<file path="src/rtl/core_pkg.sv">
package core_pkg;

    // Shared memory, word addressed
    localparam int MEM_ADDR_W = 12;

    // First fetch address after reset
    localparam logic [31:0] RESET_PC = 32'h0000_0000;

    // ======================================================================
    // ALU operation codes
    // ======================================================================
    localparam int ALU_OP_W = 3;

    localparam logic [ALU_OP_W-1:0] ALU_ADD = 3'd0;
    localparam logic [ALU_OP_W-1:0] ALU_SUB = 3'd1;
    localparam logic [ALU_OP_W-1:0] ALU_AND = 3'd2;
    localparam logic [ALU_OP_W-1:0] ALU_OR  = 3'd3;
    localparam logic [ALU_OP_W-1:0] ALU_SLT = 3'd4;
    // Passes operand B, which decode has already shifted up
    localparam logic [ALU_OP_W-1:0] ALU_LUI = 3'd5;

endpackage

</file>
<file path="src/rtl/isa_pkg.sv">
package isa_pkg;

    localparam int XLEN       = 32;
    localparam int REG_ADDR_W = 5;
    localparam int NUM_REGS   = 32;

    // ======================================================================
    // Primary opcodes
    // ======================================================================
    localparam logic [5:0] OP_SPECIAL = 6'h00;
    localparam logic [5:0] OP_BEQ     = 6'h04;
    localparam logic [5:0] OP_BNE     = 6'h05;
    localparam logic [5:0] OP_ADDIU   = 6'h09;
    localparam logic [5:0] OP_ORI     = 6'h0d;
    localparam logic [5:0] OP_LUI     = 6'h0f;
    localparam logic [5:0] OP_LW      = 6'h23;
    localparam logic [5:0] OP_SW      = 6'h2b;

    // Function field of the SPECIAL group
    localparam logic [5:0] FN_ADDU = 6'h21;
    localparam logic [5:0] FN_SUBU = 6'h23;
    localparam logic [5:0] FN_AND  = 6'h24;
    localparam logic [5:0] FN_OR   = 6'h25;
    localparam logic [5:0] FN_SLT  = 6'h2a;

    // One instruction word, seen as R format or as I format
    typedef union packed {
        struct packed {
            logic [5:0]            op;
            logic [REG_ADDR_W-1:0] rs;
            logic [REG_ADDR_W-1:0] rt;
            logic [REG_ADDR_W-1:0] rd;
            logic [4:0]            shamt;
            logic [5:0]            funct;
        } r;
        struct packed {
            logic [5:0]            op;
            logic [REG_ADDR_W-1:0] rs;
            logic [REG_ADDR_W-1:0] rt;
            logic [15:0]           imm16;
        } i;
    } instr_t;

endpackage
</file>
<file path="src/rtl/cpu_top.sv">
`timescale 1ns/1ps

module cpu_top import isa_pkg::*, core_pkg::*; (
    input  logic                  clk,
    input  logic                  reset,
    input  logic [XLEN-1:0]       mem_rdata,
    output logic                  mem_en,
    output logic                  mem_wen,
    output logic [MEM_ADDR_W-1:0] mem_addr,
    output logic [XLEN-1:0]       mem_wdata,
    output logic [XLEN-1:0]       debug_wb_pc,
    output logic                  debug_wb_wen,
    output logic [REG_ADDR_W-1:0] debug_wb_wnum,
    output logic [XLEN-1:0]       debug_wb_wdata
);

    // Shared bus
    logic                  fetch_req;
    logic                  fetch_grant;
    logic                  fetch_ret;
    logic [MEM_ADDR_W-1:0] fetch_addr;
    logic                  data_req;
    logic                  data_wen;
    logic [MEM_ADDR_W-1:0] data_addr;
    logic [XLEN-1:0]       data_wdata;

    // Fetch slot and branch redirect
    logic                  d_valid;
    logic [XLEN-1:0]       d_pc;
    instr_t                d_instr;
    logic                  stall;
    logic                  redirect;
    logic [XLEN-1:0]       redirect_pc;

    // Execute stage
    logic                  e_valid;
    logic [XLEN-1:0]       e_pc;
    instr_t                e_instr;
    logic [ALU_OP_W-1:0]   e_alu_op;
    logic                  e_use_imm;
    logic [XLEN-1:0]       e_imm;
    logic [XLEN-1:0]       e_rs_val;
    logic [XLEN-1:0]       e_rt_val;
    logic [REG_ADDR_W-1:0] e_rs;
    logic [REG_ADDR_W-1:0] e_rt;
    logic [REG_ADDR_W-1:0] e_dest;
    logic                  e_reg_wen;
    logic                  e_load;
    logic                  e_store;
    logic                  e_branch_ne;
    logic                  e_branch;

    // Memory stage
    logic                  m_valid;
    logic [XLEN-1:0]       m_pc;
    logic [XLEN-1:0]       m_result;
    logic [XLEN-1:0]       m_store_data;
    logic [REG_ADDR_W-1:0] m_dest;
    logic                  m_reg_wen;
    logic                  m_load;
    logic                  m_store;
    logic                  m_fwd_wen;

    // Writeback
    logic                  w_wen;
    logic [REG_ADDR_W-1:0] w_dest;
    logic [XLEN-1:0]       w_data;
    logic [XLEN-1:0]       w_pc;

    assign debug_wb_pc    = w_pc;
    assign debug_wb_wen   = w_wen;
    assign debug_wb_wnum  = w_dest;
    assign debug_wb_wdata = w_data;

    bus_arbiter  u_bus_arbiter  (.*);
    fetch_unit   u_fetch_unit   (.*);
    decode_unit  u_decode_unit  (.*);
    execute_unit u_execute_unit (.*);
    mem_wb_unit  u_mem_wb_unit  (.*);

endmodule

</file>
<file path="src/rtl/mem_wb_unit.sv">
`timescale 1ns/1ps

module mem_wb_unit import isa_pkg::*, core_pkg::*; (
    input  logic                  clk,
    input  logic                  reset,
    input  logic                  m_valid,
    input  logic [XLEN-1:0]       m_pc,
    input  logic [XLEN-1:0]       m_result,
    input  logic [XLEN-1:0]       m_store_data,
    input  logic [REG_ADDR_W-1:0] m_dest,
    input  logic                  m_reg_wen,
    input  logic                  m_load,
    input  logic                  m_store,
    input  logic [XLEN-1:0]       mem_rdata,
    output logic                  data_req,
    output logic                  data_wen,
    output logic [MEM_ADDR_W-1:0] data_addr,
    output logic [XLEN-1:0]       data_wdata,
    output logic                  m_fwd_wen,
    output logic                  w_wen,
    output logic [REG_ADDR_W-1:0] w_dest,
    output logic [XLEN-1:0]       w_data,
    output logic [XLEN-1:0]       w_pc
);

    logic            w_load;
    logic [XLEN-1:0] w_result;

    // Word access, the two low address bits are dropped
    assign data_req   = m_valid && (m_load || m_store);
    assign data_wen   = m_store;
    assign data_addr  = m_result[MEM_ADDR_W+1:2];
    assign data_wdata = m_store_data;

    // Load data only exists one stage later
    assign m_fwd_wen = m_valid && m_reg_wen && !m_load;

    always_ff @(posedge clk) begin
        if (reset) begin
            w_wen  <= 1'b0;
            w_load <= 1'b0;
        end else begin
            w_wen  <= m_valid && m_reg_wen;
            w_load <= m_valid && m_load;
        end
    end

    always_ff @(posedge clk) begin
        w_pc     <= m_pc;
        w_dest   <= m_dest;
        w_result <= m_result;
    end

    assign w_data = w_load ? mem_rdata : w_result;

endmodule

</file>
<file path="src/rtl/execute_unit.sv">
`timescale 1ns/1ps

module execute_unit import isa_pkg::*, core_pkg::*; (
    input  logic                  clk,
    input  logic                  reset,
    input  logic                  e_valid,
    input  logic [XLEN-1:0]       e_pc,
    input  instr_t                e_instr,
    input  logic [ALU_OP_W-1:0]   e_alu_op,
    input  logic                  e_use_imm,
    input  logic [XLEN-1:0]       e_imm,
    input  logic [XLEN-1:0]       e_rs_val,
    input  logic [XLEN-1:0]       e_rt_val,
    input  logic [REG_ADDR_W-1:0] e_rs,
    input  logic [REG_ADDR_W-1:0] e_rt,
    input  logic [REG_ADDR_W-1:0] e_dest,
    input  logic                  e_reg_wen,
    input  logic                  e_load,
    input  logic                  e_store,
    input  logic                  e_branch_ne,
    input  logic                  e_branch,
    input  logic                  m_fwd_wen,
    input  logic                  w_wen,
    input  logic [REG_ADDR_W-1:0] w_dest,
    input  logic [XLEN-1:0]       w_data,
    output logic                  redirect,
    output logic [XLEN-1:0]       redirect_pc,
    output logic                  m_valid,
    output logic [XLEN-1:0]       m_pc,
    output logic [XLEN-1:0]       m_result,
    output logic [XLEN-1:0]       m_store_data,
    output logic [REG_ADDR_W-1:0] m_dest,
    output logic                  m_reg_wen,
    output logic                  m_load,
    output logic                  m_store
);

    logic [XLEN-1:0] rs_op;
    logic [XLEN-1:0] rt_op;
    logic [XLEN-1:0] src_b;
    logic [XLEN-1:0] alu_out;
    logic [XLEN-1:0] offset;

    // Memory stage first, then writeback, then the register file copy
    assign rs_op = (m_fwd_wen && (m_dest == e_rs)) ? m_result :
                   (w_wen && (w_dest == e_rs))     ? w_data   : e_rs_val;
    assign rt_op = (m_fwd_wen && (m_dest == e_rt)) ? m_result :
                   (w_wen && (w_dest == e_rt))     ? w_data   : e_rt_val;

    assign src_b = e_use_imm ? e_imm : rt_op;

    always_comb begin
        case (e_alu_op)
            ALU_SUB: alu_out = rs_op - src_b;
            ALU_AND: alu_out = rs_op & src_b;
            ALU_OR:  alu_out = rs_op | src_b;
            ALU_SLT: alu_out = {{(XLEN-1){1'b0}}, $signed(rs_op) < $signed(src_b)};
            ALU_LUI: alu_out = src_b;
            default: alu_out = rs_op + src_b;
        endcase
    end

    // Branch resolves here, target is pc+4 plus the word offset
    assign offset      = {{(XLEN-18){e_instr.i.imm16[15]}}, e_instr.i.imm16, 2'b00};
    assign redirect    = e_branch && ((rs_op == rt_op) != e_branch_ne);
    assign redirect_pc = e_pc + XLEN'(4) + offset;

    always_ff @(posedge clk) begin
        if (reset) begin
            m_valid   <= 1'b0;
            m_reg_wen <= 1'b0;
            m_load    <= 1'b0;
            m_store   <= 1'b0;
        end else begin
            m_valid   <= e_valid;
            m_reg_wen <= e_reg_wen;
            m_load    <= e_load;
            m_store   <= e_store;
        end
    end

    always_ff @(posedge clk) begin
        m_pc         <= e_pc;
        m_result     <= alu_out;
        m_store_data <= rt_op;
        m_dest       <= e_dest;
    end

endmodule

</file>
<file path="src/rtl/decode_unit.sv">
`timescale 1ns/1ps

module decode_unit import isa_pkg::*, core_pkg::*; (
    input  logic                  clk,
    input  logic                  reset,
    input  logic                  d_valid,
    input  logic [XLEN-1:0]       d_pc,
    input  instr_t                d_instr,
    input  logic                  redirect,
    input  logic                  w_wen,
    input  logic [REG_ADDR_W-1:0] w_dest,
    input  logic [XLEN-1:0]       w_data,
    output logic                  stall,
    output logic                  e_valid,
    output logic [XLEN-1:0]       e_pc,
    output instr_t                e_instr,
    output logic [ALU_OP_W-1:0]   e_alu_op,
    output logic                  e_use_imm,
    output logic [XLEN-1:0]       e_imm,
    output logic [XLEN-1:0]       e_rs_val,
    output logic [XLEN-1:0]       e_rt_val,
    output logic [REG_ADDR_W-1:0] e_rs,
    output logic [REG_ADDR_W-1:0] e_rt,
    output logic [REG_ADDR_W-1:0] e_dest,
    output logic                  e_reg_wen,
    output logic                  e_load,
    output logic                  e_store,
    output logic                  e_branch_ne,
    output logic                  e_branch
);

    logic [ALU_OP_W-1:0]   alu_op;
    logic [XLEN-1:0]       imm;
    logic [REG_ADDR_W-1:0] dest;
    logic                  use_imm;
    logic                  writes;
    logic                  reg_wen;
    logic                  load;
    logic                  store;
    logic                  branch;
    logic                  branch_ne;
    logic                  advance;
    logic [XLEN-1:0]       rs_val;
    logic [XLEN-1:0]       rt_val;

    // ======================================================================
    // Instruction decode
    // ======================================================================
    always_comb begin
        alu_op    = ALU_ADD;
        use_imm   = 1'b1;
        imm       = {{16{d_instr.i.imm16[15]}}, d_instr.i.imm16};
        dest      = d_instr.i.rt;
        writes    = 1'b0;
        load      = 1'b0;
        store     = 1'b0;
        branch    = 1'b0;
        branch_ne = 1'b0;
        case (d_instr.i.op)
            OP_SPECIAL: begin
                use_imm = 1'b0;
                dest    = d_instr.r.rd;
                writes  = 1'b1;
                case (d_instr.r.funct)
                    FN_ADDU: alu_op = ALU_ADD;
                    FN_SUBU: alu_op = ALU_SUB;
                    FN_AND:  alu_op = ALU_AND;
                    FN_OR:   alu_op = ALU_OR;
                    FN_SLT:  alu_op = ALU_SLT;
                    default: writes = 1'b0;
                endcase
            end
            OP_ADDIU: writes = 1'b1;
            OP_ORI: begin
                alu_op = ALU_OR;
                imm    = {16'h0000, d_instr.i.imm16};
                writes = 1'b1;
            end
            OP_LUI: begin
                alu_op = ALU_LUI;
                imm    = {d_instr.i.imm16, 16'h0000};
                writes = 1'b1;
            end
            OP_LW: begin
                load   = 1'b1;
                writes = 1'b1;
            end
            OP_SW:  store = 1'b1;
            OP_BEQ: branch = 1'b1;
            OP_BNE: begin
                branch    = 1'b1;
                branch_ne = 1'b1;
            end
            default: ;
        endcase
    end

    // Register zero is never a real destination
    assign reg_wen = writes && (dest != '0);

    // Load in execute feeding either source field here
    assign stall = d_valid && e_load && e_reg_wen &&
                   ((e_dest == d_instr.r.rs) || (e_dest == d_instr.r.rt));

    assign advance = d_valid && !stall && !redirect;

    reg_file u_reg_file (
        .clk    (clk),
        .reset  (reset),
        .rs     (d_instr.r.rs),
        .rt     (d_instr.r.rt),
        .w_wen  (w_wen),
        .w_dest (w_dest),
        .w_data (w_data),
        .rs_val (rs_val),
        .rt_val (rt_val)
    );

    // ======================================================================
    // Decode/execute register
    // ======================================================================
    always_ff @(posedge clk) begin
        if (reset) begin
            e_valid   <= 1'b0;
            e_reg_wen <= 1'b0;
            e_load    <= 1'b0;
            e_store   <= 1'b0;
            e_branch  <= 1'b0;
        end else begin
            // Bubble on stall, redirect or an empty slot
            e_valid   <= advance;
            e_reg_wen <= advance && reg_wen;
            e_load    <= advance && load;
            e_store   <= advance && store;
            e_branch  <= advance && branch;
        end
    end

    always_ff @(posedge clk) begin
        e_pc        <= d_pc;
        e_instr     <= d_instr;
        e_alu_op    <= alu_op;
        e_use_imm   <= use_imm;
        e_imm       <= imm;
        e_rs_val    <= rs_val;
        e_rt_val    <= rt_val;
        e_rs        <= d_instr.r.rs;
        e_rt        <= d_instr.r.rt;
        e_dest      <= dest;
        e_branch_ne <= branch_ne;
    end

endmodule

</file>
<file path="src/rtl/fetch_unit.sv">
`timescale 1ns/1ps

module fetch_unit import isa_pkg::*, core_pkg::*; (
    input  logic                  clk,
    input  logic                  reset,
    input  logic                  fetch_grant,
    input  logic                  fetch_ret,
    input  logic [XLEN-1:0]       mem_rdata,
    input  logic                  stall,
    input  logic                  redirect,
    input  logic [XLEN-1:0]       redirect_pc,
    output logic                  fetch_req,
    output logic [MEM_ADDR_W-1:0] fetch_addr,
    output logic                  d_valid,
    output logic [XLEN-1:0]       d_pc,
    output instr_t                d_instr
);

    logic [XLEN-1:0] pc;
    logic [XLEN-1:0] flight_pc;
    logic            issue;
    logic            hold_valid;
    logic [XLEN-1:0] hold_pc;
    instr_t          hold_instr;

    // Nothing issues on a redirect or while decode keeps its slot
    assign fetch_req  = !redirect && !(d_valid && stall);
    assign fetch_addr = pc[MEM_ADDR_W+1:2];
    assign issue      = fetch_req && fetch_grant;

    assign d_valid = fetch_ret || hold_valid;
    assign d_pc    = hold_valid ? hold_pc : flight_pc;
    assign d_instr = hold_valid ? hold_instr : instr_t'(mem_rdata);

    always_ff @(posedge clk) begin
        if (reset) begin
            pc         <= RESET_PC;
            hold_valid <= 1'b0;
        end else begin
            if (redirect) begin
                pc <= redirect_pc;
            end else if (issue) begin
                pc <= pc + XLEN'(4);
            end
            // Word parked while decode stalls, dropped on a redirect
            hold_valid <= d_valid && stall && !redirect;
        end
    end

    always_ff @(posedge clk) begin
        if (issue) begin
            flight_pc <= pc;
        end
        if (d_valid && stall) begin
            hold_pc    <= d_pc;
            hold_instr <= d_instr;
        end
    end

endmodule

</file>
<file path="src/rtl/bus_arbiter.sv">
`timescale 1ns/1ps

module bus_arbiter import isa_pkg::*, core_pkg::*; (
    input  logic                  clk,
    input  logic                  reset,
    input  logic                  data_req,
    input  logic                  data_wen,
    input  logic [MEM_ADDR_W-1:0] data_addr,
    input  logic [XLEN-1:0]       data_wdata,
    input  logic                  fetch_req,
    input  logic [MEM_ADDR_W-1:0] fetch_addr,
    output logic                  fetch_grant,
    output logic                  fetch_ret,
    output logic                  mem_en,
    output logic                  mem_wen,
    output logic [MEM_ADDR_W-1:0] mem_addr,
    output logic [XLEN-1:0]       mem_wdata
);

    // Set when the read now on the bus came from fetch
    logic fetch_owner;

    // Memory stage always wins, and the bus stays idle in reset
    assign fetch_grant = !reset && !data_req;

    assign mem_en    = data_req || (fetch_req && fetch_grant);
    assign mem_wen   = data_req && data_wen;
    assign mem_addr  = data_req ? data_addr : fetch_addr;
    assign mem_wdata = data_wdata;

    always_ff @(posedge clk) begin
        if (reset) begin
            fetch_owner <= 1'b0;
        end else begin
            fetch_owner <= fetch_req && fetch_grant;
        end
    end

    // Read data returns one cycle after the request
    assign fetch_ret = fetch_owner;

endmodule

</file>
<file path="src/rtl/reg_file.sv">
`timescale 1ns/1ps

module reg_file import isa_pkg::*; (
    input  logic                  clk,
    input  logic                  reset,
    input  logic [REG_ADDR_W-1:0] rs,
    input  logic [REG_ADDR_W-1:0] rt,
    input  logic                  w_wen,
    input  logic [REG_ADDR_W-1:0] w_dest,
    input  logic [XLEN-1:0]       w_data,
    output logic [XLEN-1:0]       rs_val,
    output logic [XLEN-1:0]       rt_val
);

    logic [XLEN-1:0] regs [NUM_REGS];

    always_ff @(posedge clk) begin
        if (reset) begin
            for (int n = 0; n < NUM_REGS; n++) begin
                regs[n] <= '0;
            end
        end else if (w_wen && (w_dest != '0)) begin
            regs[w_dest] <= w_data;
        end
    end

    // A write in this cycle is seen by the readers at once
    assign rs_val = (rs == '0) ? '0 : (w_wen && (w_dest == rs)) ? w_data : regs[rs];
    assign rt_val = (rt == '0) ? '0 : (w_wen && (w_dest == rt)) ? w_data : regs[rt];

endmodule

</file>
<file path="config.mk">
export PLATFORM = sky130hd
export DESIGN_NAME = cpu_top
export DESIGN_NICKNAME = d
export VERILOG_FILES = /design/src/rtl/core_pkg.sv /design/src/rtl/isa_pkg.sv /design/src/rtl/cpu_top.sv /design/src/rtl/mem_wb_unit.sv /design/src/rtl/execute_unit.sv /design/src/rtl/decode_unit.sv /design/src/rtl/fetch_unit.sv /design/src/rtl/bus_arbiter.sv /design/src/rtl/reg_file.sv
export SDC_FILE = /design/constraint.sdc
export NUM_CORES = 2
export LEC_CHECK = 0
export BUFFER_PORTS_ARGS = -buffer_cell sky130_fd_sc_hd__buf_2
export CORE_MARGIN = 4
export CORE_UTILIZATION = 45
export CTS_CLUSTER_DIAMETER = 120
export DETAILED_ROUTE_END_ITERATION = 16
export PLACE_DENSITY = 0.63
export SLEW_MARGIN = 20
export SYNTH_ARGS = -nofsm -noshare
export SYNTH_HDL_FRONTEND = slang
export SYNTH_HIERARCHICAL = 1
export SYNTH_SLANG_ARGS = --single-unit
</file>
<file path="constraint.sdc">
create_clock -name clk -period 4.7 [get_ports clk]
set_clock_uncertainty 0.2 [all_clocks]
set_input_delay 0.47 -clock clk [delete_from_list [all_inputs] [get_ports clk]]
set_output_delay 0.47 -clock clk [all_outputs]
set_load 0.005 [all_outputs]
</file>
## Yosys cells after proc, flatten, opt, wreduce, memory -nomap -nowiden

Memory sizes are Yosys's and may differ from the RTL's.
Cells that the tools add are included.

| cells by class | value |
|---|---|
| add/subtract/negate cells | 5 |
| $lt $le $gt $ge | 1 |
| equality and inequality tests | 27 |
| mux-type cells | 33 |
| bitwise logic cells | 2 |
| reductions and logical operators | 48 |

Operator list:

| kind | number |
|---|---|
| $mux W32 | 13 |
| $pmux W32 S5 | 1 |
| $add A32 B3 Y32 const B | 2 |
| $add A32 B32 Y32 | 2 |
| $pmux W32 S2 | 1 |
| $eq A6 B6 Y1 const B | 7 |
| $eq A5 B5 Y1 | 8 |
| $and A32 B32 Y32 | 1 |
| $eq A32 B32 Y1 | 1 |
| $lt A32 B32 Y1 | 1 |
| $or A32 B32 Y32 | 1 |
| $reduce_or A32 Y1 | 1 |
| $sub A32 B32 Y32 | 1 |
| $logic_and A1 B1 Y1 | 28 |
| $eq A6 B4 Y1 const B | 3 |
| $eq A6 B3 Y1 const B | 2 |
| $mux W1 | 12 |
| $mux W12 | 1 |
| $pmux W3 S4 | 1 |
| $logic_not A5 Y1 | 2 |
| $mux W5 | 2 |
| $reduce_bool A5 Y1 | 2 |
| $pmux W3 S3 | 1 |
| $eq A3 B2 Y1 const B | 2 |
| other kinds (11) | 20 |

| storage, ports and cells | value |
|---|---|
| register bits | 475 |
| memory bits (writable) | 1024 |
| input bits | 34 |
| output and inout port bits | 116 |
| logic and storage cells | 152 |
| memories | 1 |

Memory list:

| name | depth | bits a word | read ports | clocked after memory_dff | write ports | line | text |
|---|---|---|---|---|---|---|---|
| u_decode_unit.u_reg_file.regs | 32 | 32 | 2 | 0 | 32 | reg_file.sv:15 | `logic [XLEN-1:0] regs [NUM_REGS];` |

## Depth between registers and ports, before layout

| logic depth | value |
|---|---|
| depth after elaboration | 12 |
| gate-level depth with buffers | 23 |
| depth with buffers taken out | 20 |

## Cells and area by module

The synthesis kept the hierarchy.

Modules (own cells, without submodules):

| module | times used | cells each | area each (µm²) | seq. area each (µm²) |
|---|---|---|---|---|
| reg_file | 1 | 3802 | 55061.6 | 30749.5 |
| execute_unit | 1 | 1553 | 11601.1 | 2102.0 |
| fetch_unit | 1 | 414 | 5607.9 | 3543.4 |
| decode_unit | 1 | 281 | 4249.1 | 3503.4 |
| mem_wb_unit | 1 | 156 | 2337.2 | 1421.4 |
| bus_arbiter | 1 | 52 | 483.0 | 20.0 |

## Least setup slack after synthesis

No wires, ideal clock.

| timing | value |
|---|---|
| path kind | register to register |
| start | reg u_decode_unit.e_rt[0] |
| end | reg u_execute_unit.m_result[30] |
| library setup time | 120 ps |
| arrival time | 4499 ps |
| required time | 4380 ps |
| slack | -118 ps |
| cell stages (with the launch flop) | 24 |
| buffers on the path | 4 |
| period minus slack after synthesis | 4818 ps |
| cell sequence | dfxtp_1 > buf_4 > xnor2_1 > nand4_1 > or2_2 > clkbuf_1 > buf_2 > buf_2 > a21oi_1 > mux2i_1 > inv_1 > ha_1 > inv_1 > fa_1 > nor2b_1 > o221ai_1 > a2bb2oi_1 > o41ai_2 > nor4_1 > o41ai_2 > o21ai_2 > mux2i_1 > o221ai_1 > a211o_1 |

| on the way | value |
|---|---|
| word-level cells in the longest chain between the ends | 7 |
| elaborated cells between the ends (all ways) | 12 |
| those cells by class | add/sub: 2; eq/ne: 2; mux: 4; bitwise: 2; reduce/logical: 2 |

Ends and longest elaborated chain:

| item | line | text |
|---|---|---|
| start, declared | decode_unit.sv:23 | `output logic [REG_ADDR_W-1:0] e_rt,` |
| start signal, assigned | decode_unit.sv:148 | `e_rt <= d_instr.r.rt;` |
| $eq A5 B5 Y1 | execute_unit.sv:48 | `(w_wen && (w_dest == e_rt)) ? w_data : e_rt_val;` |
| $logic_and A1 B1 Y1 | execute_unit.sv:48 |  |
| $mux W32 | execute_unit.sv:48 |  |
| $mux W32 * | execute_unit.sv:47 | `assign rt_op = (m_fwd_wen && (m_dest == e_rt)) ? m_result :` |
| named net u_execute_unit.rt_op[0] | execute_unit.sv:39 | `logic [XLEN-1:0] rt_op;` |
| $mux W32 * | execute_unit.sv:50 | `assign src_b = e_use_imm ? e_imm : rt_op;` |
| $add A32 B32 Y32 or $sub A32 B32 Y32 (tied branches) | execute_unit.sv:59, execute_unit.sv:54 |  |
| $pmux W32 S5 * | execute_unit.sv:53 | `case (e_alu_op)` |
| named net u_execute_unit.alu_out[30] | execute_unit.sv:41 | `logic [XLEN-1:0] alu_out;` |
| end signal, assigned | execute_unit.sv:84 | `m_result <= alu_out;` |
| end, declared | execute_unit.sv:30 | `output logic [XLEN-1:0] m_result,` |

The timed path passes the listed nets; every way through them passes the cells marked *.
A chain may end at the register's enable or synchronous reset.

## Worst setup path in the final report

| timing | value |
|---|---|
| start | reg u_mem_wb_unit.w_dest[1] |
| end | out mem_en |

| on the way | value |
|---|---|
| word-level cells in the longest chain between the ends | 11 |
| elaborated cells between the ends (all ways) | 15 |
| those cells by class | eq/ne: 4; mux: 4; reduce/logical: 7 |

Ends and longest elaborated chain:

| item | line | text |
|---|---|---|
| start, declared | mem_wb_unit.sv:21 | `output logic [REG_ADDR_W-1:0] w_dest,` |
| start signal, assigned | mem_wb_unit.sv:50 | `w_dest <= m_dest;` |
| $eq A5 B5 Y1 | execute_unit.sv:48 |  |
| $logic_and A1 B1 Y1 | execute_unit.sv:48 |  |
| $mux W32 | execute_unit.sv:48 |  |
| $mux W32 | execute_unit.sv:47 |  |
| named net u_execute_unit.rt_op[24] | execute_unit.sv:39 |  |
| $eq A32 B32 Y1 | execute_unit.sv:65 | `assign redirect = e_branch && ((rs_op == rt_op) != e_branch_ne);` |
| $ne A1 B1 Y1 | execute_unit.sv:65 |  |
| $logic_and A1 B1 Y1 | execute_unit.sv:65 |  |
| named net redirect | cpu_top.sv:32 | `logic redirect;` |
| $logic_not A1 Y1 | fetch_unit.sv:27 | `assign fetch_req = !redirect && !(d_valid && stall);` |
| $logic_and A1 B1 Y1 | fetch_unit.sv:27 |  |
| named net fetch_req | cpu_top.sv:18 | `logic fetch_req;` |
| $logic_and A1 B1 Y1 | bus_arbiter.sv:26 | `assign mem_en = data_req \|\| (fetch_req && fetch_grant);` |
| $logic_or A1 B1 Y1 | bus_arbiter.sv:26 |  |
| end, declared | cpu_top.sv:7 | `output logic mem_en,` |

The timed path passes the listed nets, and every way through them passes these cells.

==> results.md <==
- Detailed placement ended at an HPWL of 199200 um.
- In the global route stage, overall resource usage came out at 0.3222.
- The largest individual stage delay along the critical path comes from the cell sky130_fd_sc_hd__nor4_2.
- On the final layout, the worst hold slack is 0.09136 ns.
- After floorplanning, the core was divided into 153 placement rows.
- For this run, the post-layout net count is 6831.
- The routability congestion estimate from global placement is 1.015.
- The fraction of layout cells with a size suffix above 1 is 0.2655.
- The smallest clock period supported by the final layout is computed as 5.178 ns.
- For this run, design rule violations remaining after detail routing come to 0.
- In the final layout, the multi-input gates occupy 35620 um^2.
- The run finished, with violations left.
- The Yosys warning count is 6.
- In this run the tool buffered the top-level ports with 149 buffer cells.
- The core footprint is 174400 um^2.
- The residual overflow from global routing is 0.
- A synthesized cell averages 12.67 um^2.
- The clock tree buffer depth is 3.
- The die extent in y is 427.6 um.
- TritonCTS built the clock tree.
- Once layout is complete, the cells apart from fillers number 9110.
- After detailed routing, the number of vias per cell comes to 6.312.
- After clock tree synthesis, the clock-pin slew on the worst setup and hold paths is 0.06 ns.
- For this design the static power due to leakage is 35.50 nW.
- The final count of hold timing violations is 0.
- The signal on the critical path passes through xnor2_2 > nand4_1 > buf_12 > buf_12 > or3_1 > a31oi_1 > buf_4 > buf_6 > xnor2_2 > nand4_1 > nor4_2 > nand4_1 > buf_6 > xnor2_2 > and2_4 > buf_6 > nor2_4 > a21o_1 > buf_2.
- The worst setup path is launched from a flop.
- STA puts the critical path data required time at 4.03 ns.
- For this design, the sink count on the clock tree is 1499.
- The number of primary I/O pins is 150.
- Summed over all failing endpoints, the final setup total negative slack is -2.727 ns.
- The initial utilization of the core area, before any placement, comes to 0.4543.
- The signal arrival time at the worst endpoint is 4.51 ns.
- The horizontal extent of the die is 427.6 um.
- Across all layers, the routed design uses 57500 vias.
- The final reports fail on setup timing.
- After filler insertion, the fill cell instance count of the layout stands at 14740.
- The signed area change from the synthesized netlist to the final layout is 16.28%.
- The ratio of final minimum period to clock period is 1.102.
- The H-tree level count is 4.
- Before antenna repair, the detailed router went through 6 iterations.
- The highest fanout seen on the critical path is 18.
- The buffer and inverter count on the worst path is 7.
- The clock tree root driver cell is sky130_fd_sc_hd__clkbuf_16.
- The TritonCTS buffer count is 163.
- The routed design has 299000 um of wire.
- The number of pins exceeding their max-slew limit in the final report is 0.
- For this run, the share of the core covered by cells in the final layout is 0.5282.
- The kind of cell adding the most delay to the critical path is simple AND/OR/NAND/NOR gates.
- Based on the critical path, the design can be clocked at up to 0.1931 GHz.
- The endpoint type of the worst setup path is a primary output.
- The worst-case IR drop observed on VDD is 0.0003342 V.
- Setup violations remaining at the end of the flow were counted as 17.
- Max-cap violations in this run came to 0.
- The count of antenna-violating nets left after detailed routing is 0.
- The clock latency reported for the late side of the worst-skew pair is 0.84 ns.
- The number of global-route vias before repair was 56550.
- In this run the power density over the cells is 380.5 nW/um^2.
- The kind of critical path is flop to primary output.
- The number of antenna violations at the first check in global routing was 23.
- Dividing the detail-routed wire length by the instance count gives 32.83 um.
- The least setup slack across all paths after layout is -0.4781 ns.
- The die covers 182800 um^2.
- The gate count of the mapped netlist is 6252.
- On the worst path, the slowest cell contributes a delay of 0.39 ns.
- The sequential cells in the finished layout cover a total of 41240 um^2.
- After synthesis the cells add up to 79220 um^2.
- The first global-routing pass estimated 417700 um of wire.
- After detailed placement, the design holds a cell count of 8720.
- After the first detailed-routing iteration, the DRC count stood at 8030.
- The class of the tightest hold or removal check is input port to flop.
- The actual transition at the worst max-transition pin is 1.080 ns.
- The worst pin sits at a relative slew slack of 0.2760.
- Setup repair after global routing could not meet its margin everywhere.
- The maximum number of pins on one net before global-route repair is 65.
- After layout, the design draws a total of 35.05 mW.
metrics by stage:
stage | instance area, um^2 | setup slack (ns)
4_1_cts | 91710 | -0.3839
3_3_place_gp | 85240 | -0.3503
6_report | 92120 | -0.4781
3_5_place_dp | 85240 | -0.3689
5_1_grt | 92090 | -0.5390
2_1_floorplan | 79380 | -0.1136
worst min-delay path, delay by kind of cell:
kind	cells	cell delay [ns]
buf+inv	2	0.43
simple gates	1	0.15
routing by layer:
layer / vias up / GRT usage / wire length [um] / part of all wire
met3: 824 / 0.09413 / 34260 / 0.11
li1: 24050 / - / - / -
met4: 16 / 0.2060 / 22680 / 0.076
met2: 3799 / 0.4813 / 130100 / 0.44
met1: 28810 / 0.4104 / 111800 / 0.37
met5: - / 0.005291 / 204 / 0.00068
power by group:
| group | total (mW) | switching, mW | internal (mW) | leakage (nW) |
|---|---|---|---|---|
| Clock | 12.6 | 5.55 | 7.03 | 2.55 |
| Sequential | 15.5 | 0.604 | 14.9 | 14.6 |
| Combinational | 6.97 | 4.47 | 2.50 | 18.3 |
| Total | 35.0 | 10.6 | 24.4 | 35.5 |
cells in the final DEF (no fill, tap or decap), types with 54 or more instances in the layout:
cell / instances
sky130_fd_sc_hd__a211oi_1: 57
sky130_fd_sc_hd__a21oi_1: 168
sky130_fd_sc_hd__a22oi_1: 116
sky130_fd_sc_hd__and2_1: 1018
sky130_fd_sc_hd__buf_12: 54
sky130_fd_sc_hd__buf_2: 148
sky130_fd_sc_hd__buf_4: 563
sky130_fd_sc_hd__clkbuf_16: 168
sky130_fd_sc_hd__dfxtp_1: 364
sky130_fd_sc_hd__edfxtp_1: 1120
sky130_fd_sc_hd__ha_1: 151
sky130_fd_sc_hd__inv_1: 118
sky130_fd_sc_hd__mux2_2: 90
sky130_fd_sc_hd__mux2i_1: 368
sky130_fd_sc_hd__mux4_2: 375
sky130_fd_sc_hd__nand2_1: 188
sky130_fd_sc_hd__nor2_1: 191
sky130_fd_sc_hd__nor3_1: 77
sky130_fd_sc_hd__o21ai_0: 117
sky130_fd_sc_hd__o21ai_1: 72
sky130_fd_sc_hd__o22ai_1: 58
sky130_fd_sc_hd__xnor2_1: 86
area by class of cell:
type                       instances  area share
clock inverter                    79    0.007009
timing repair buffer             818     0.07223
multi-input combinational       4029      0.3866
antenna                           12   0.0003260
clock buffer                     221     0.04925
sequential                      1499      0.4477
tap                             2325     0.03158
inverter                         127    0.005229
state kept, by name, summed over array words and instances (netlist names), 3 cells and up:
signal / flops
u_decode_unit/u_reg_file/regs: 1024
u_decode_unit/e_imm: 32
u_decode_unit/e_pc: 32
u_decode_unit/e_rs_val: 32
u_decode_unit/e_rt_val: 32
u_execute_unit/m_pc: 32
u_execute_unit/m_result: 32
u_execute_unit/m_store_data: 32
u_fetch_unit/flight_pc: 32
u_fetch_unit/hold_instr: 32
u_fetch_unit/hold_pc: 32
u_fetch_unit/pc: 32
u_mem_wb_unit/w_pc: 32
u_mem_wb_unit/w_result: 32
u_decode_unit/e_instr: 18
u_decode_unit/e_dest: 5
u_execute_unit/m_dest: 5
u_mem_wb_unit/w_dest: 5
u_decode_unit/e_rs: 4
u_decode_unit/e_rt: 4
u_decode_unit/e_alu_op: 3
path summary, 6_finish.rpt:
check,from,end,slack (ns),depth (start not counted)
setup / recovery,u_mem_wb_unit/w_dest[1],mem_en,-0.48,19
hold / removal,reset,u_execute_unit/m_store,0.09,3
hold reg to reg,u_execute_unit/m_pc[23],u_mem_wb_unit/w_pc[23],0.12,0
setup reg to reg,u_mem_wb_unit/w_dest[1],u_execute_unit/m_result[30],-0.26,22
what timing repair did:
| item | in CTS | in global routing |
|---|---|---|
| hold endpoints to repair | 67 | 0 |
| setup endpoints to repair | 67 | 46 |
| hold buffers | 26 | 0 |
| gates cloned | 3 | 0 |
| gates resized for setup | 147 | 65 |
| pin swaps | 83 | 52 |
| setup buffers | 37 | 15 |
Power figures use the tool's default switching activity.
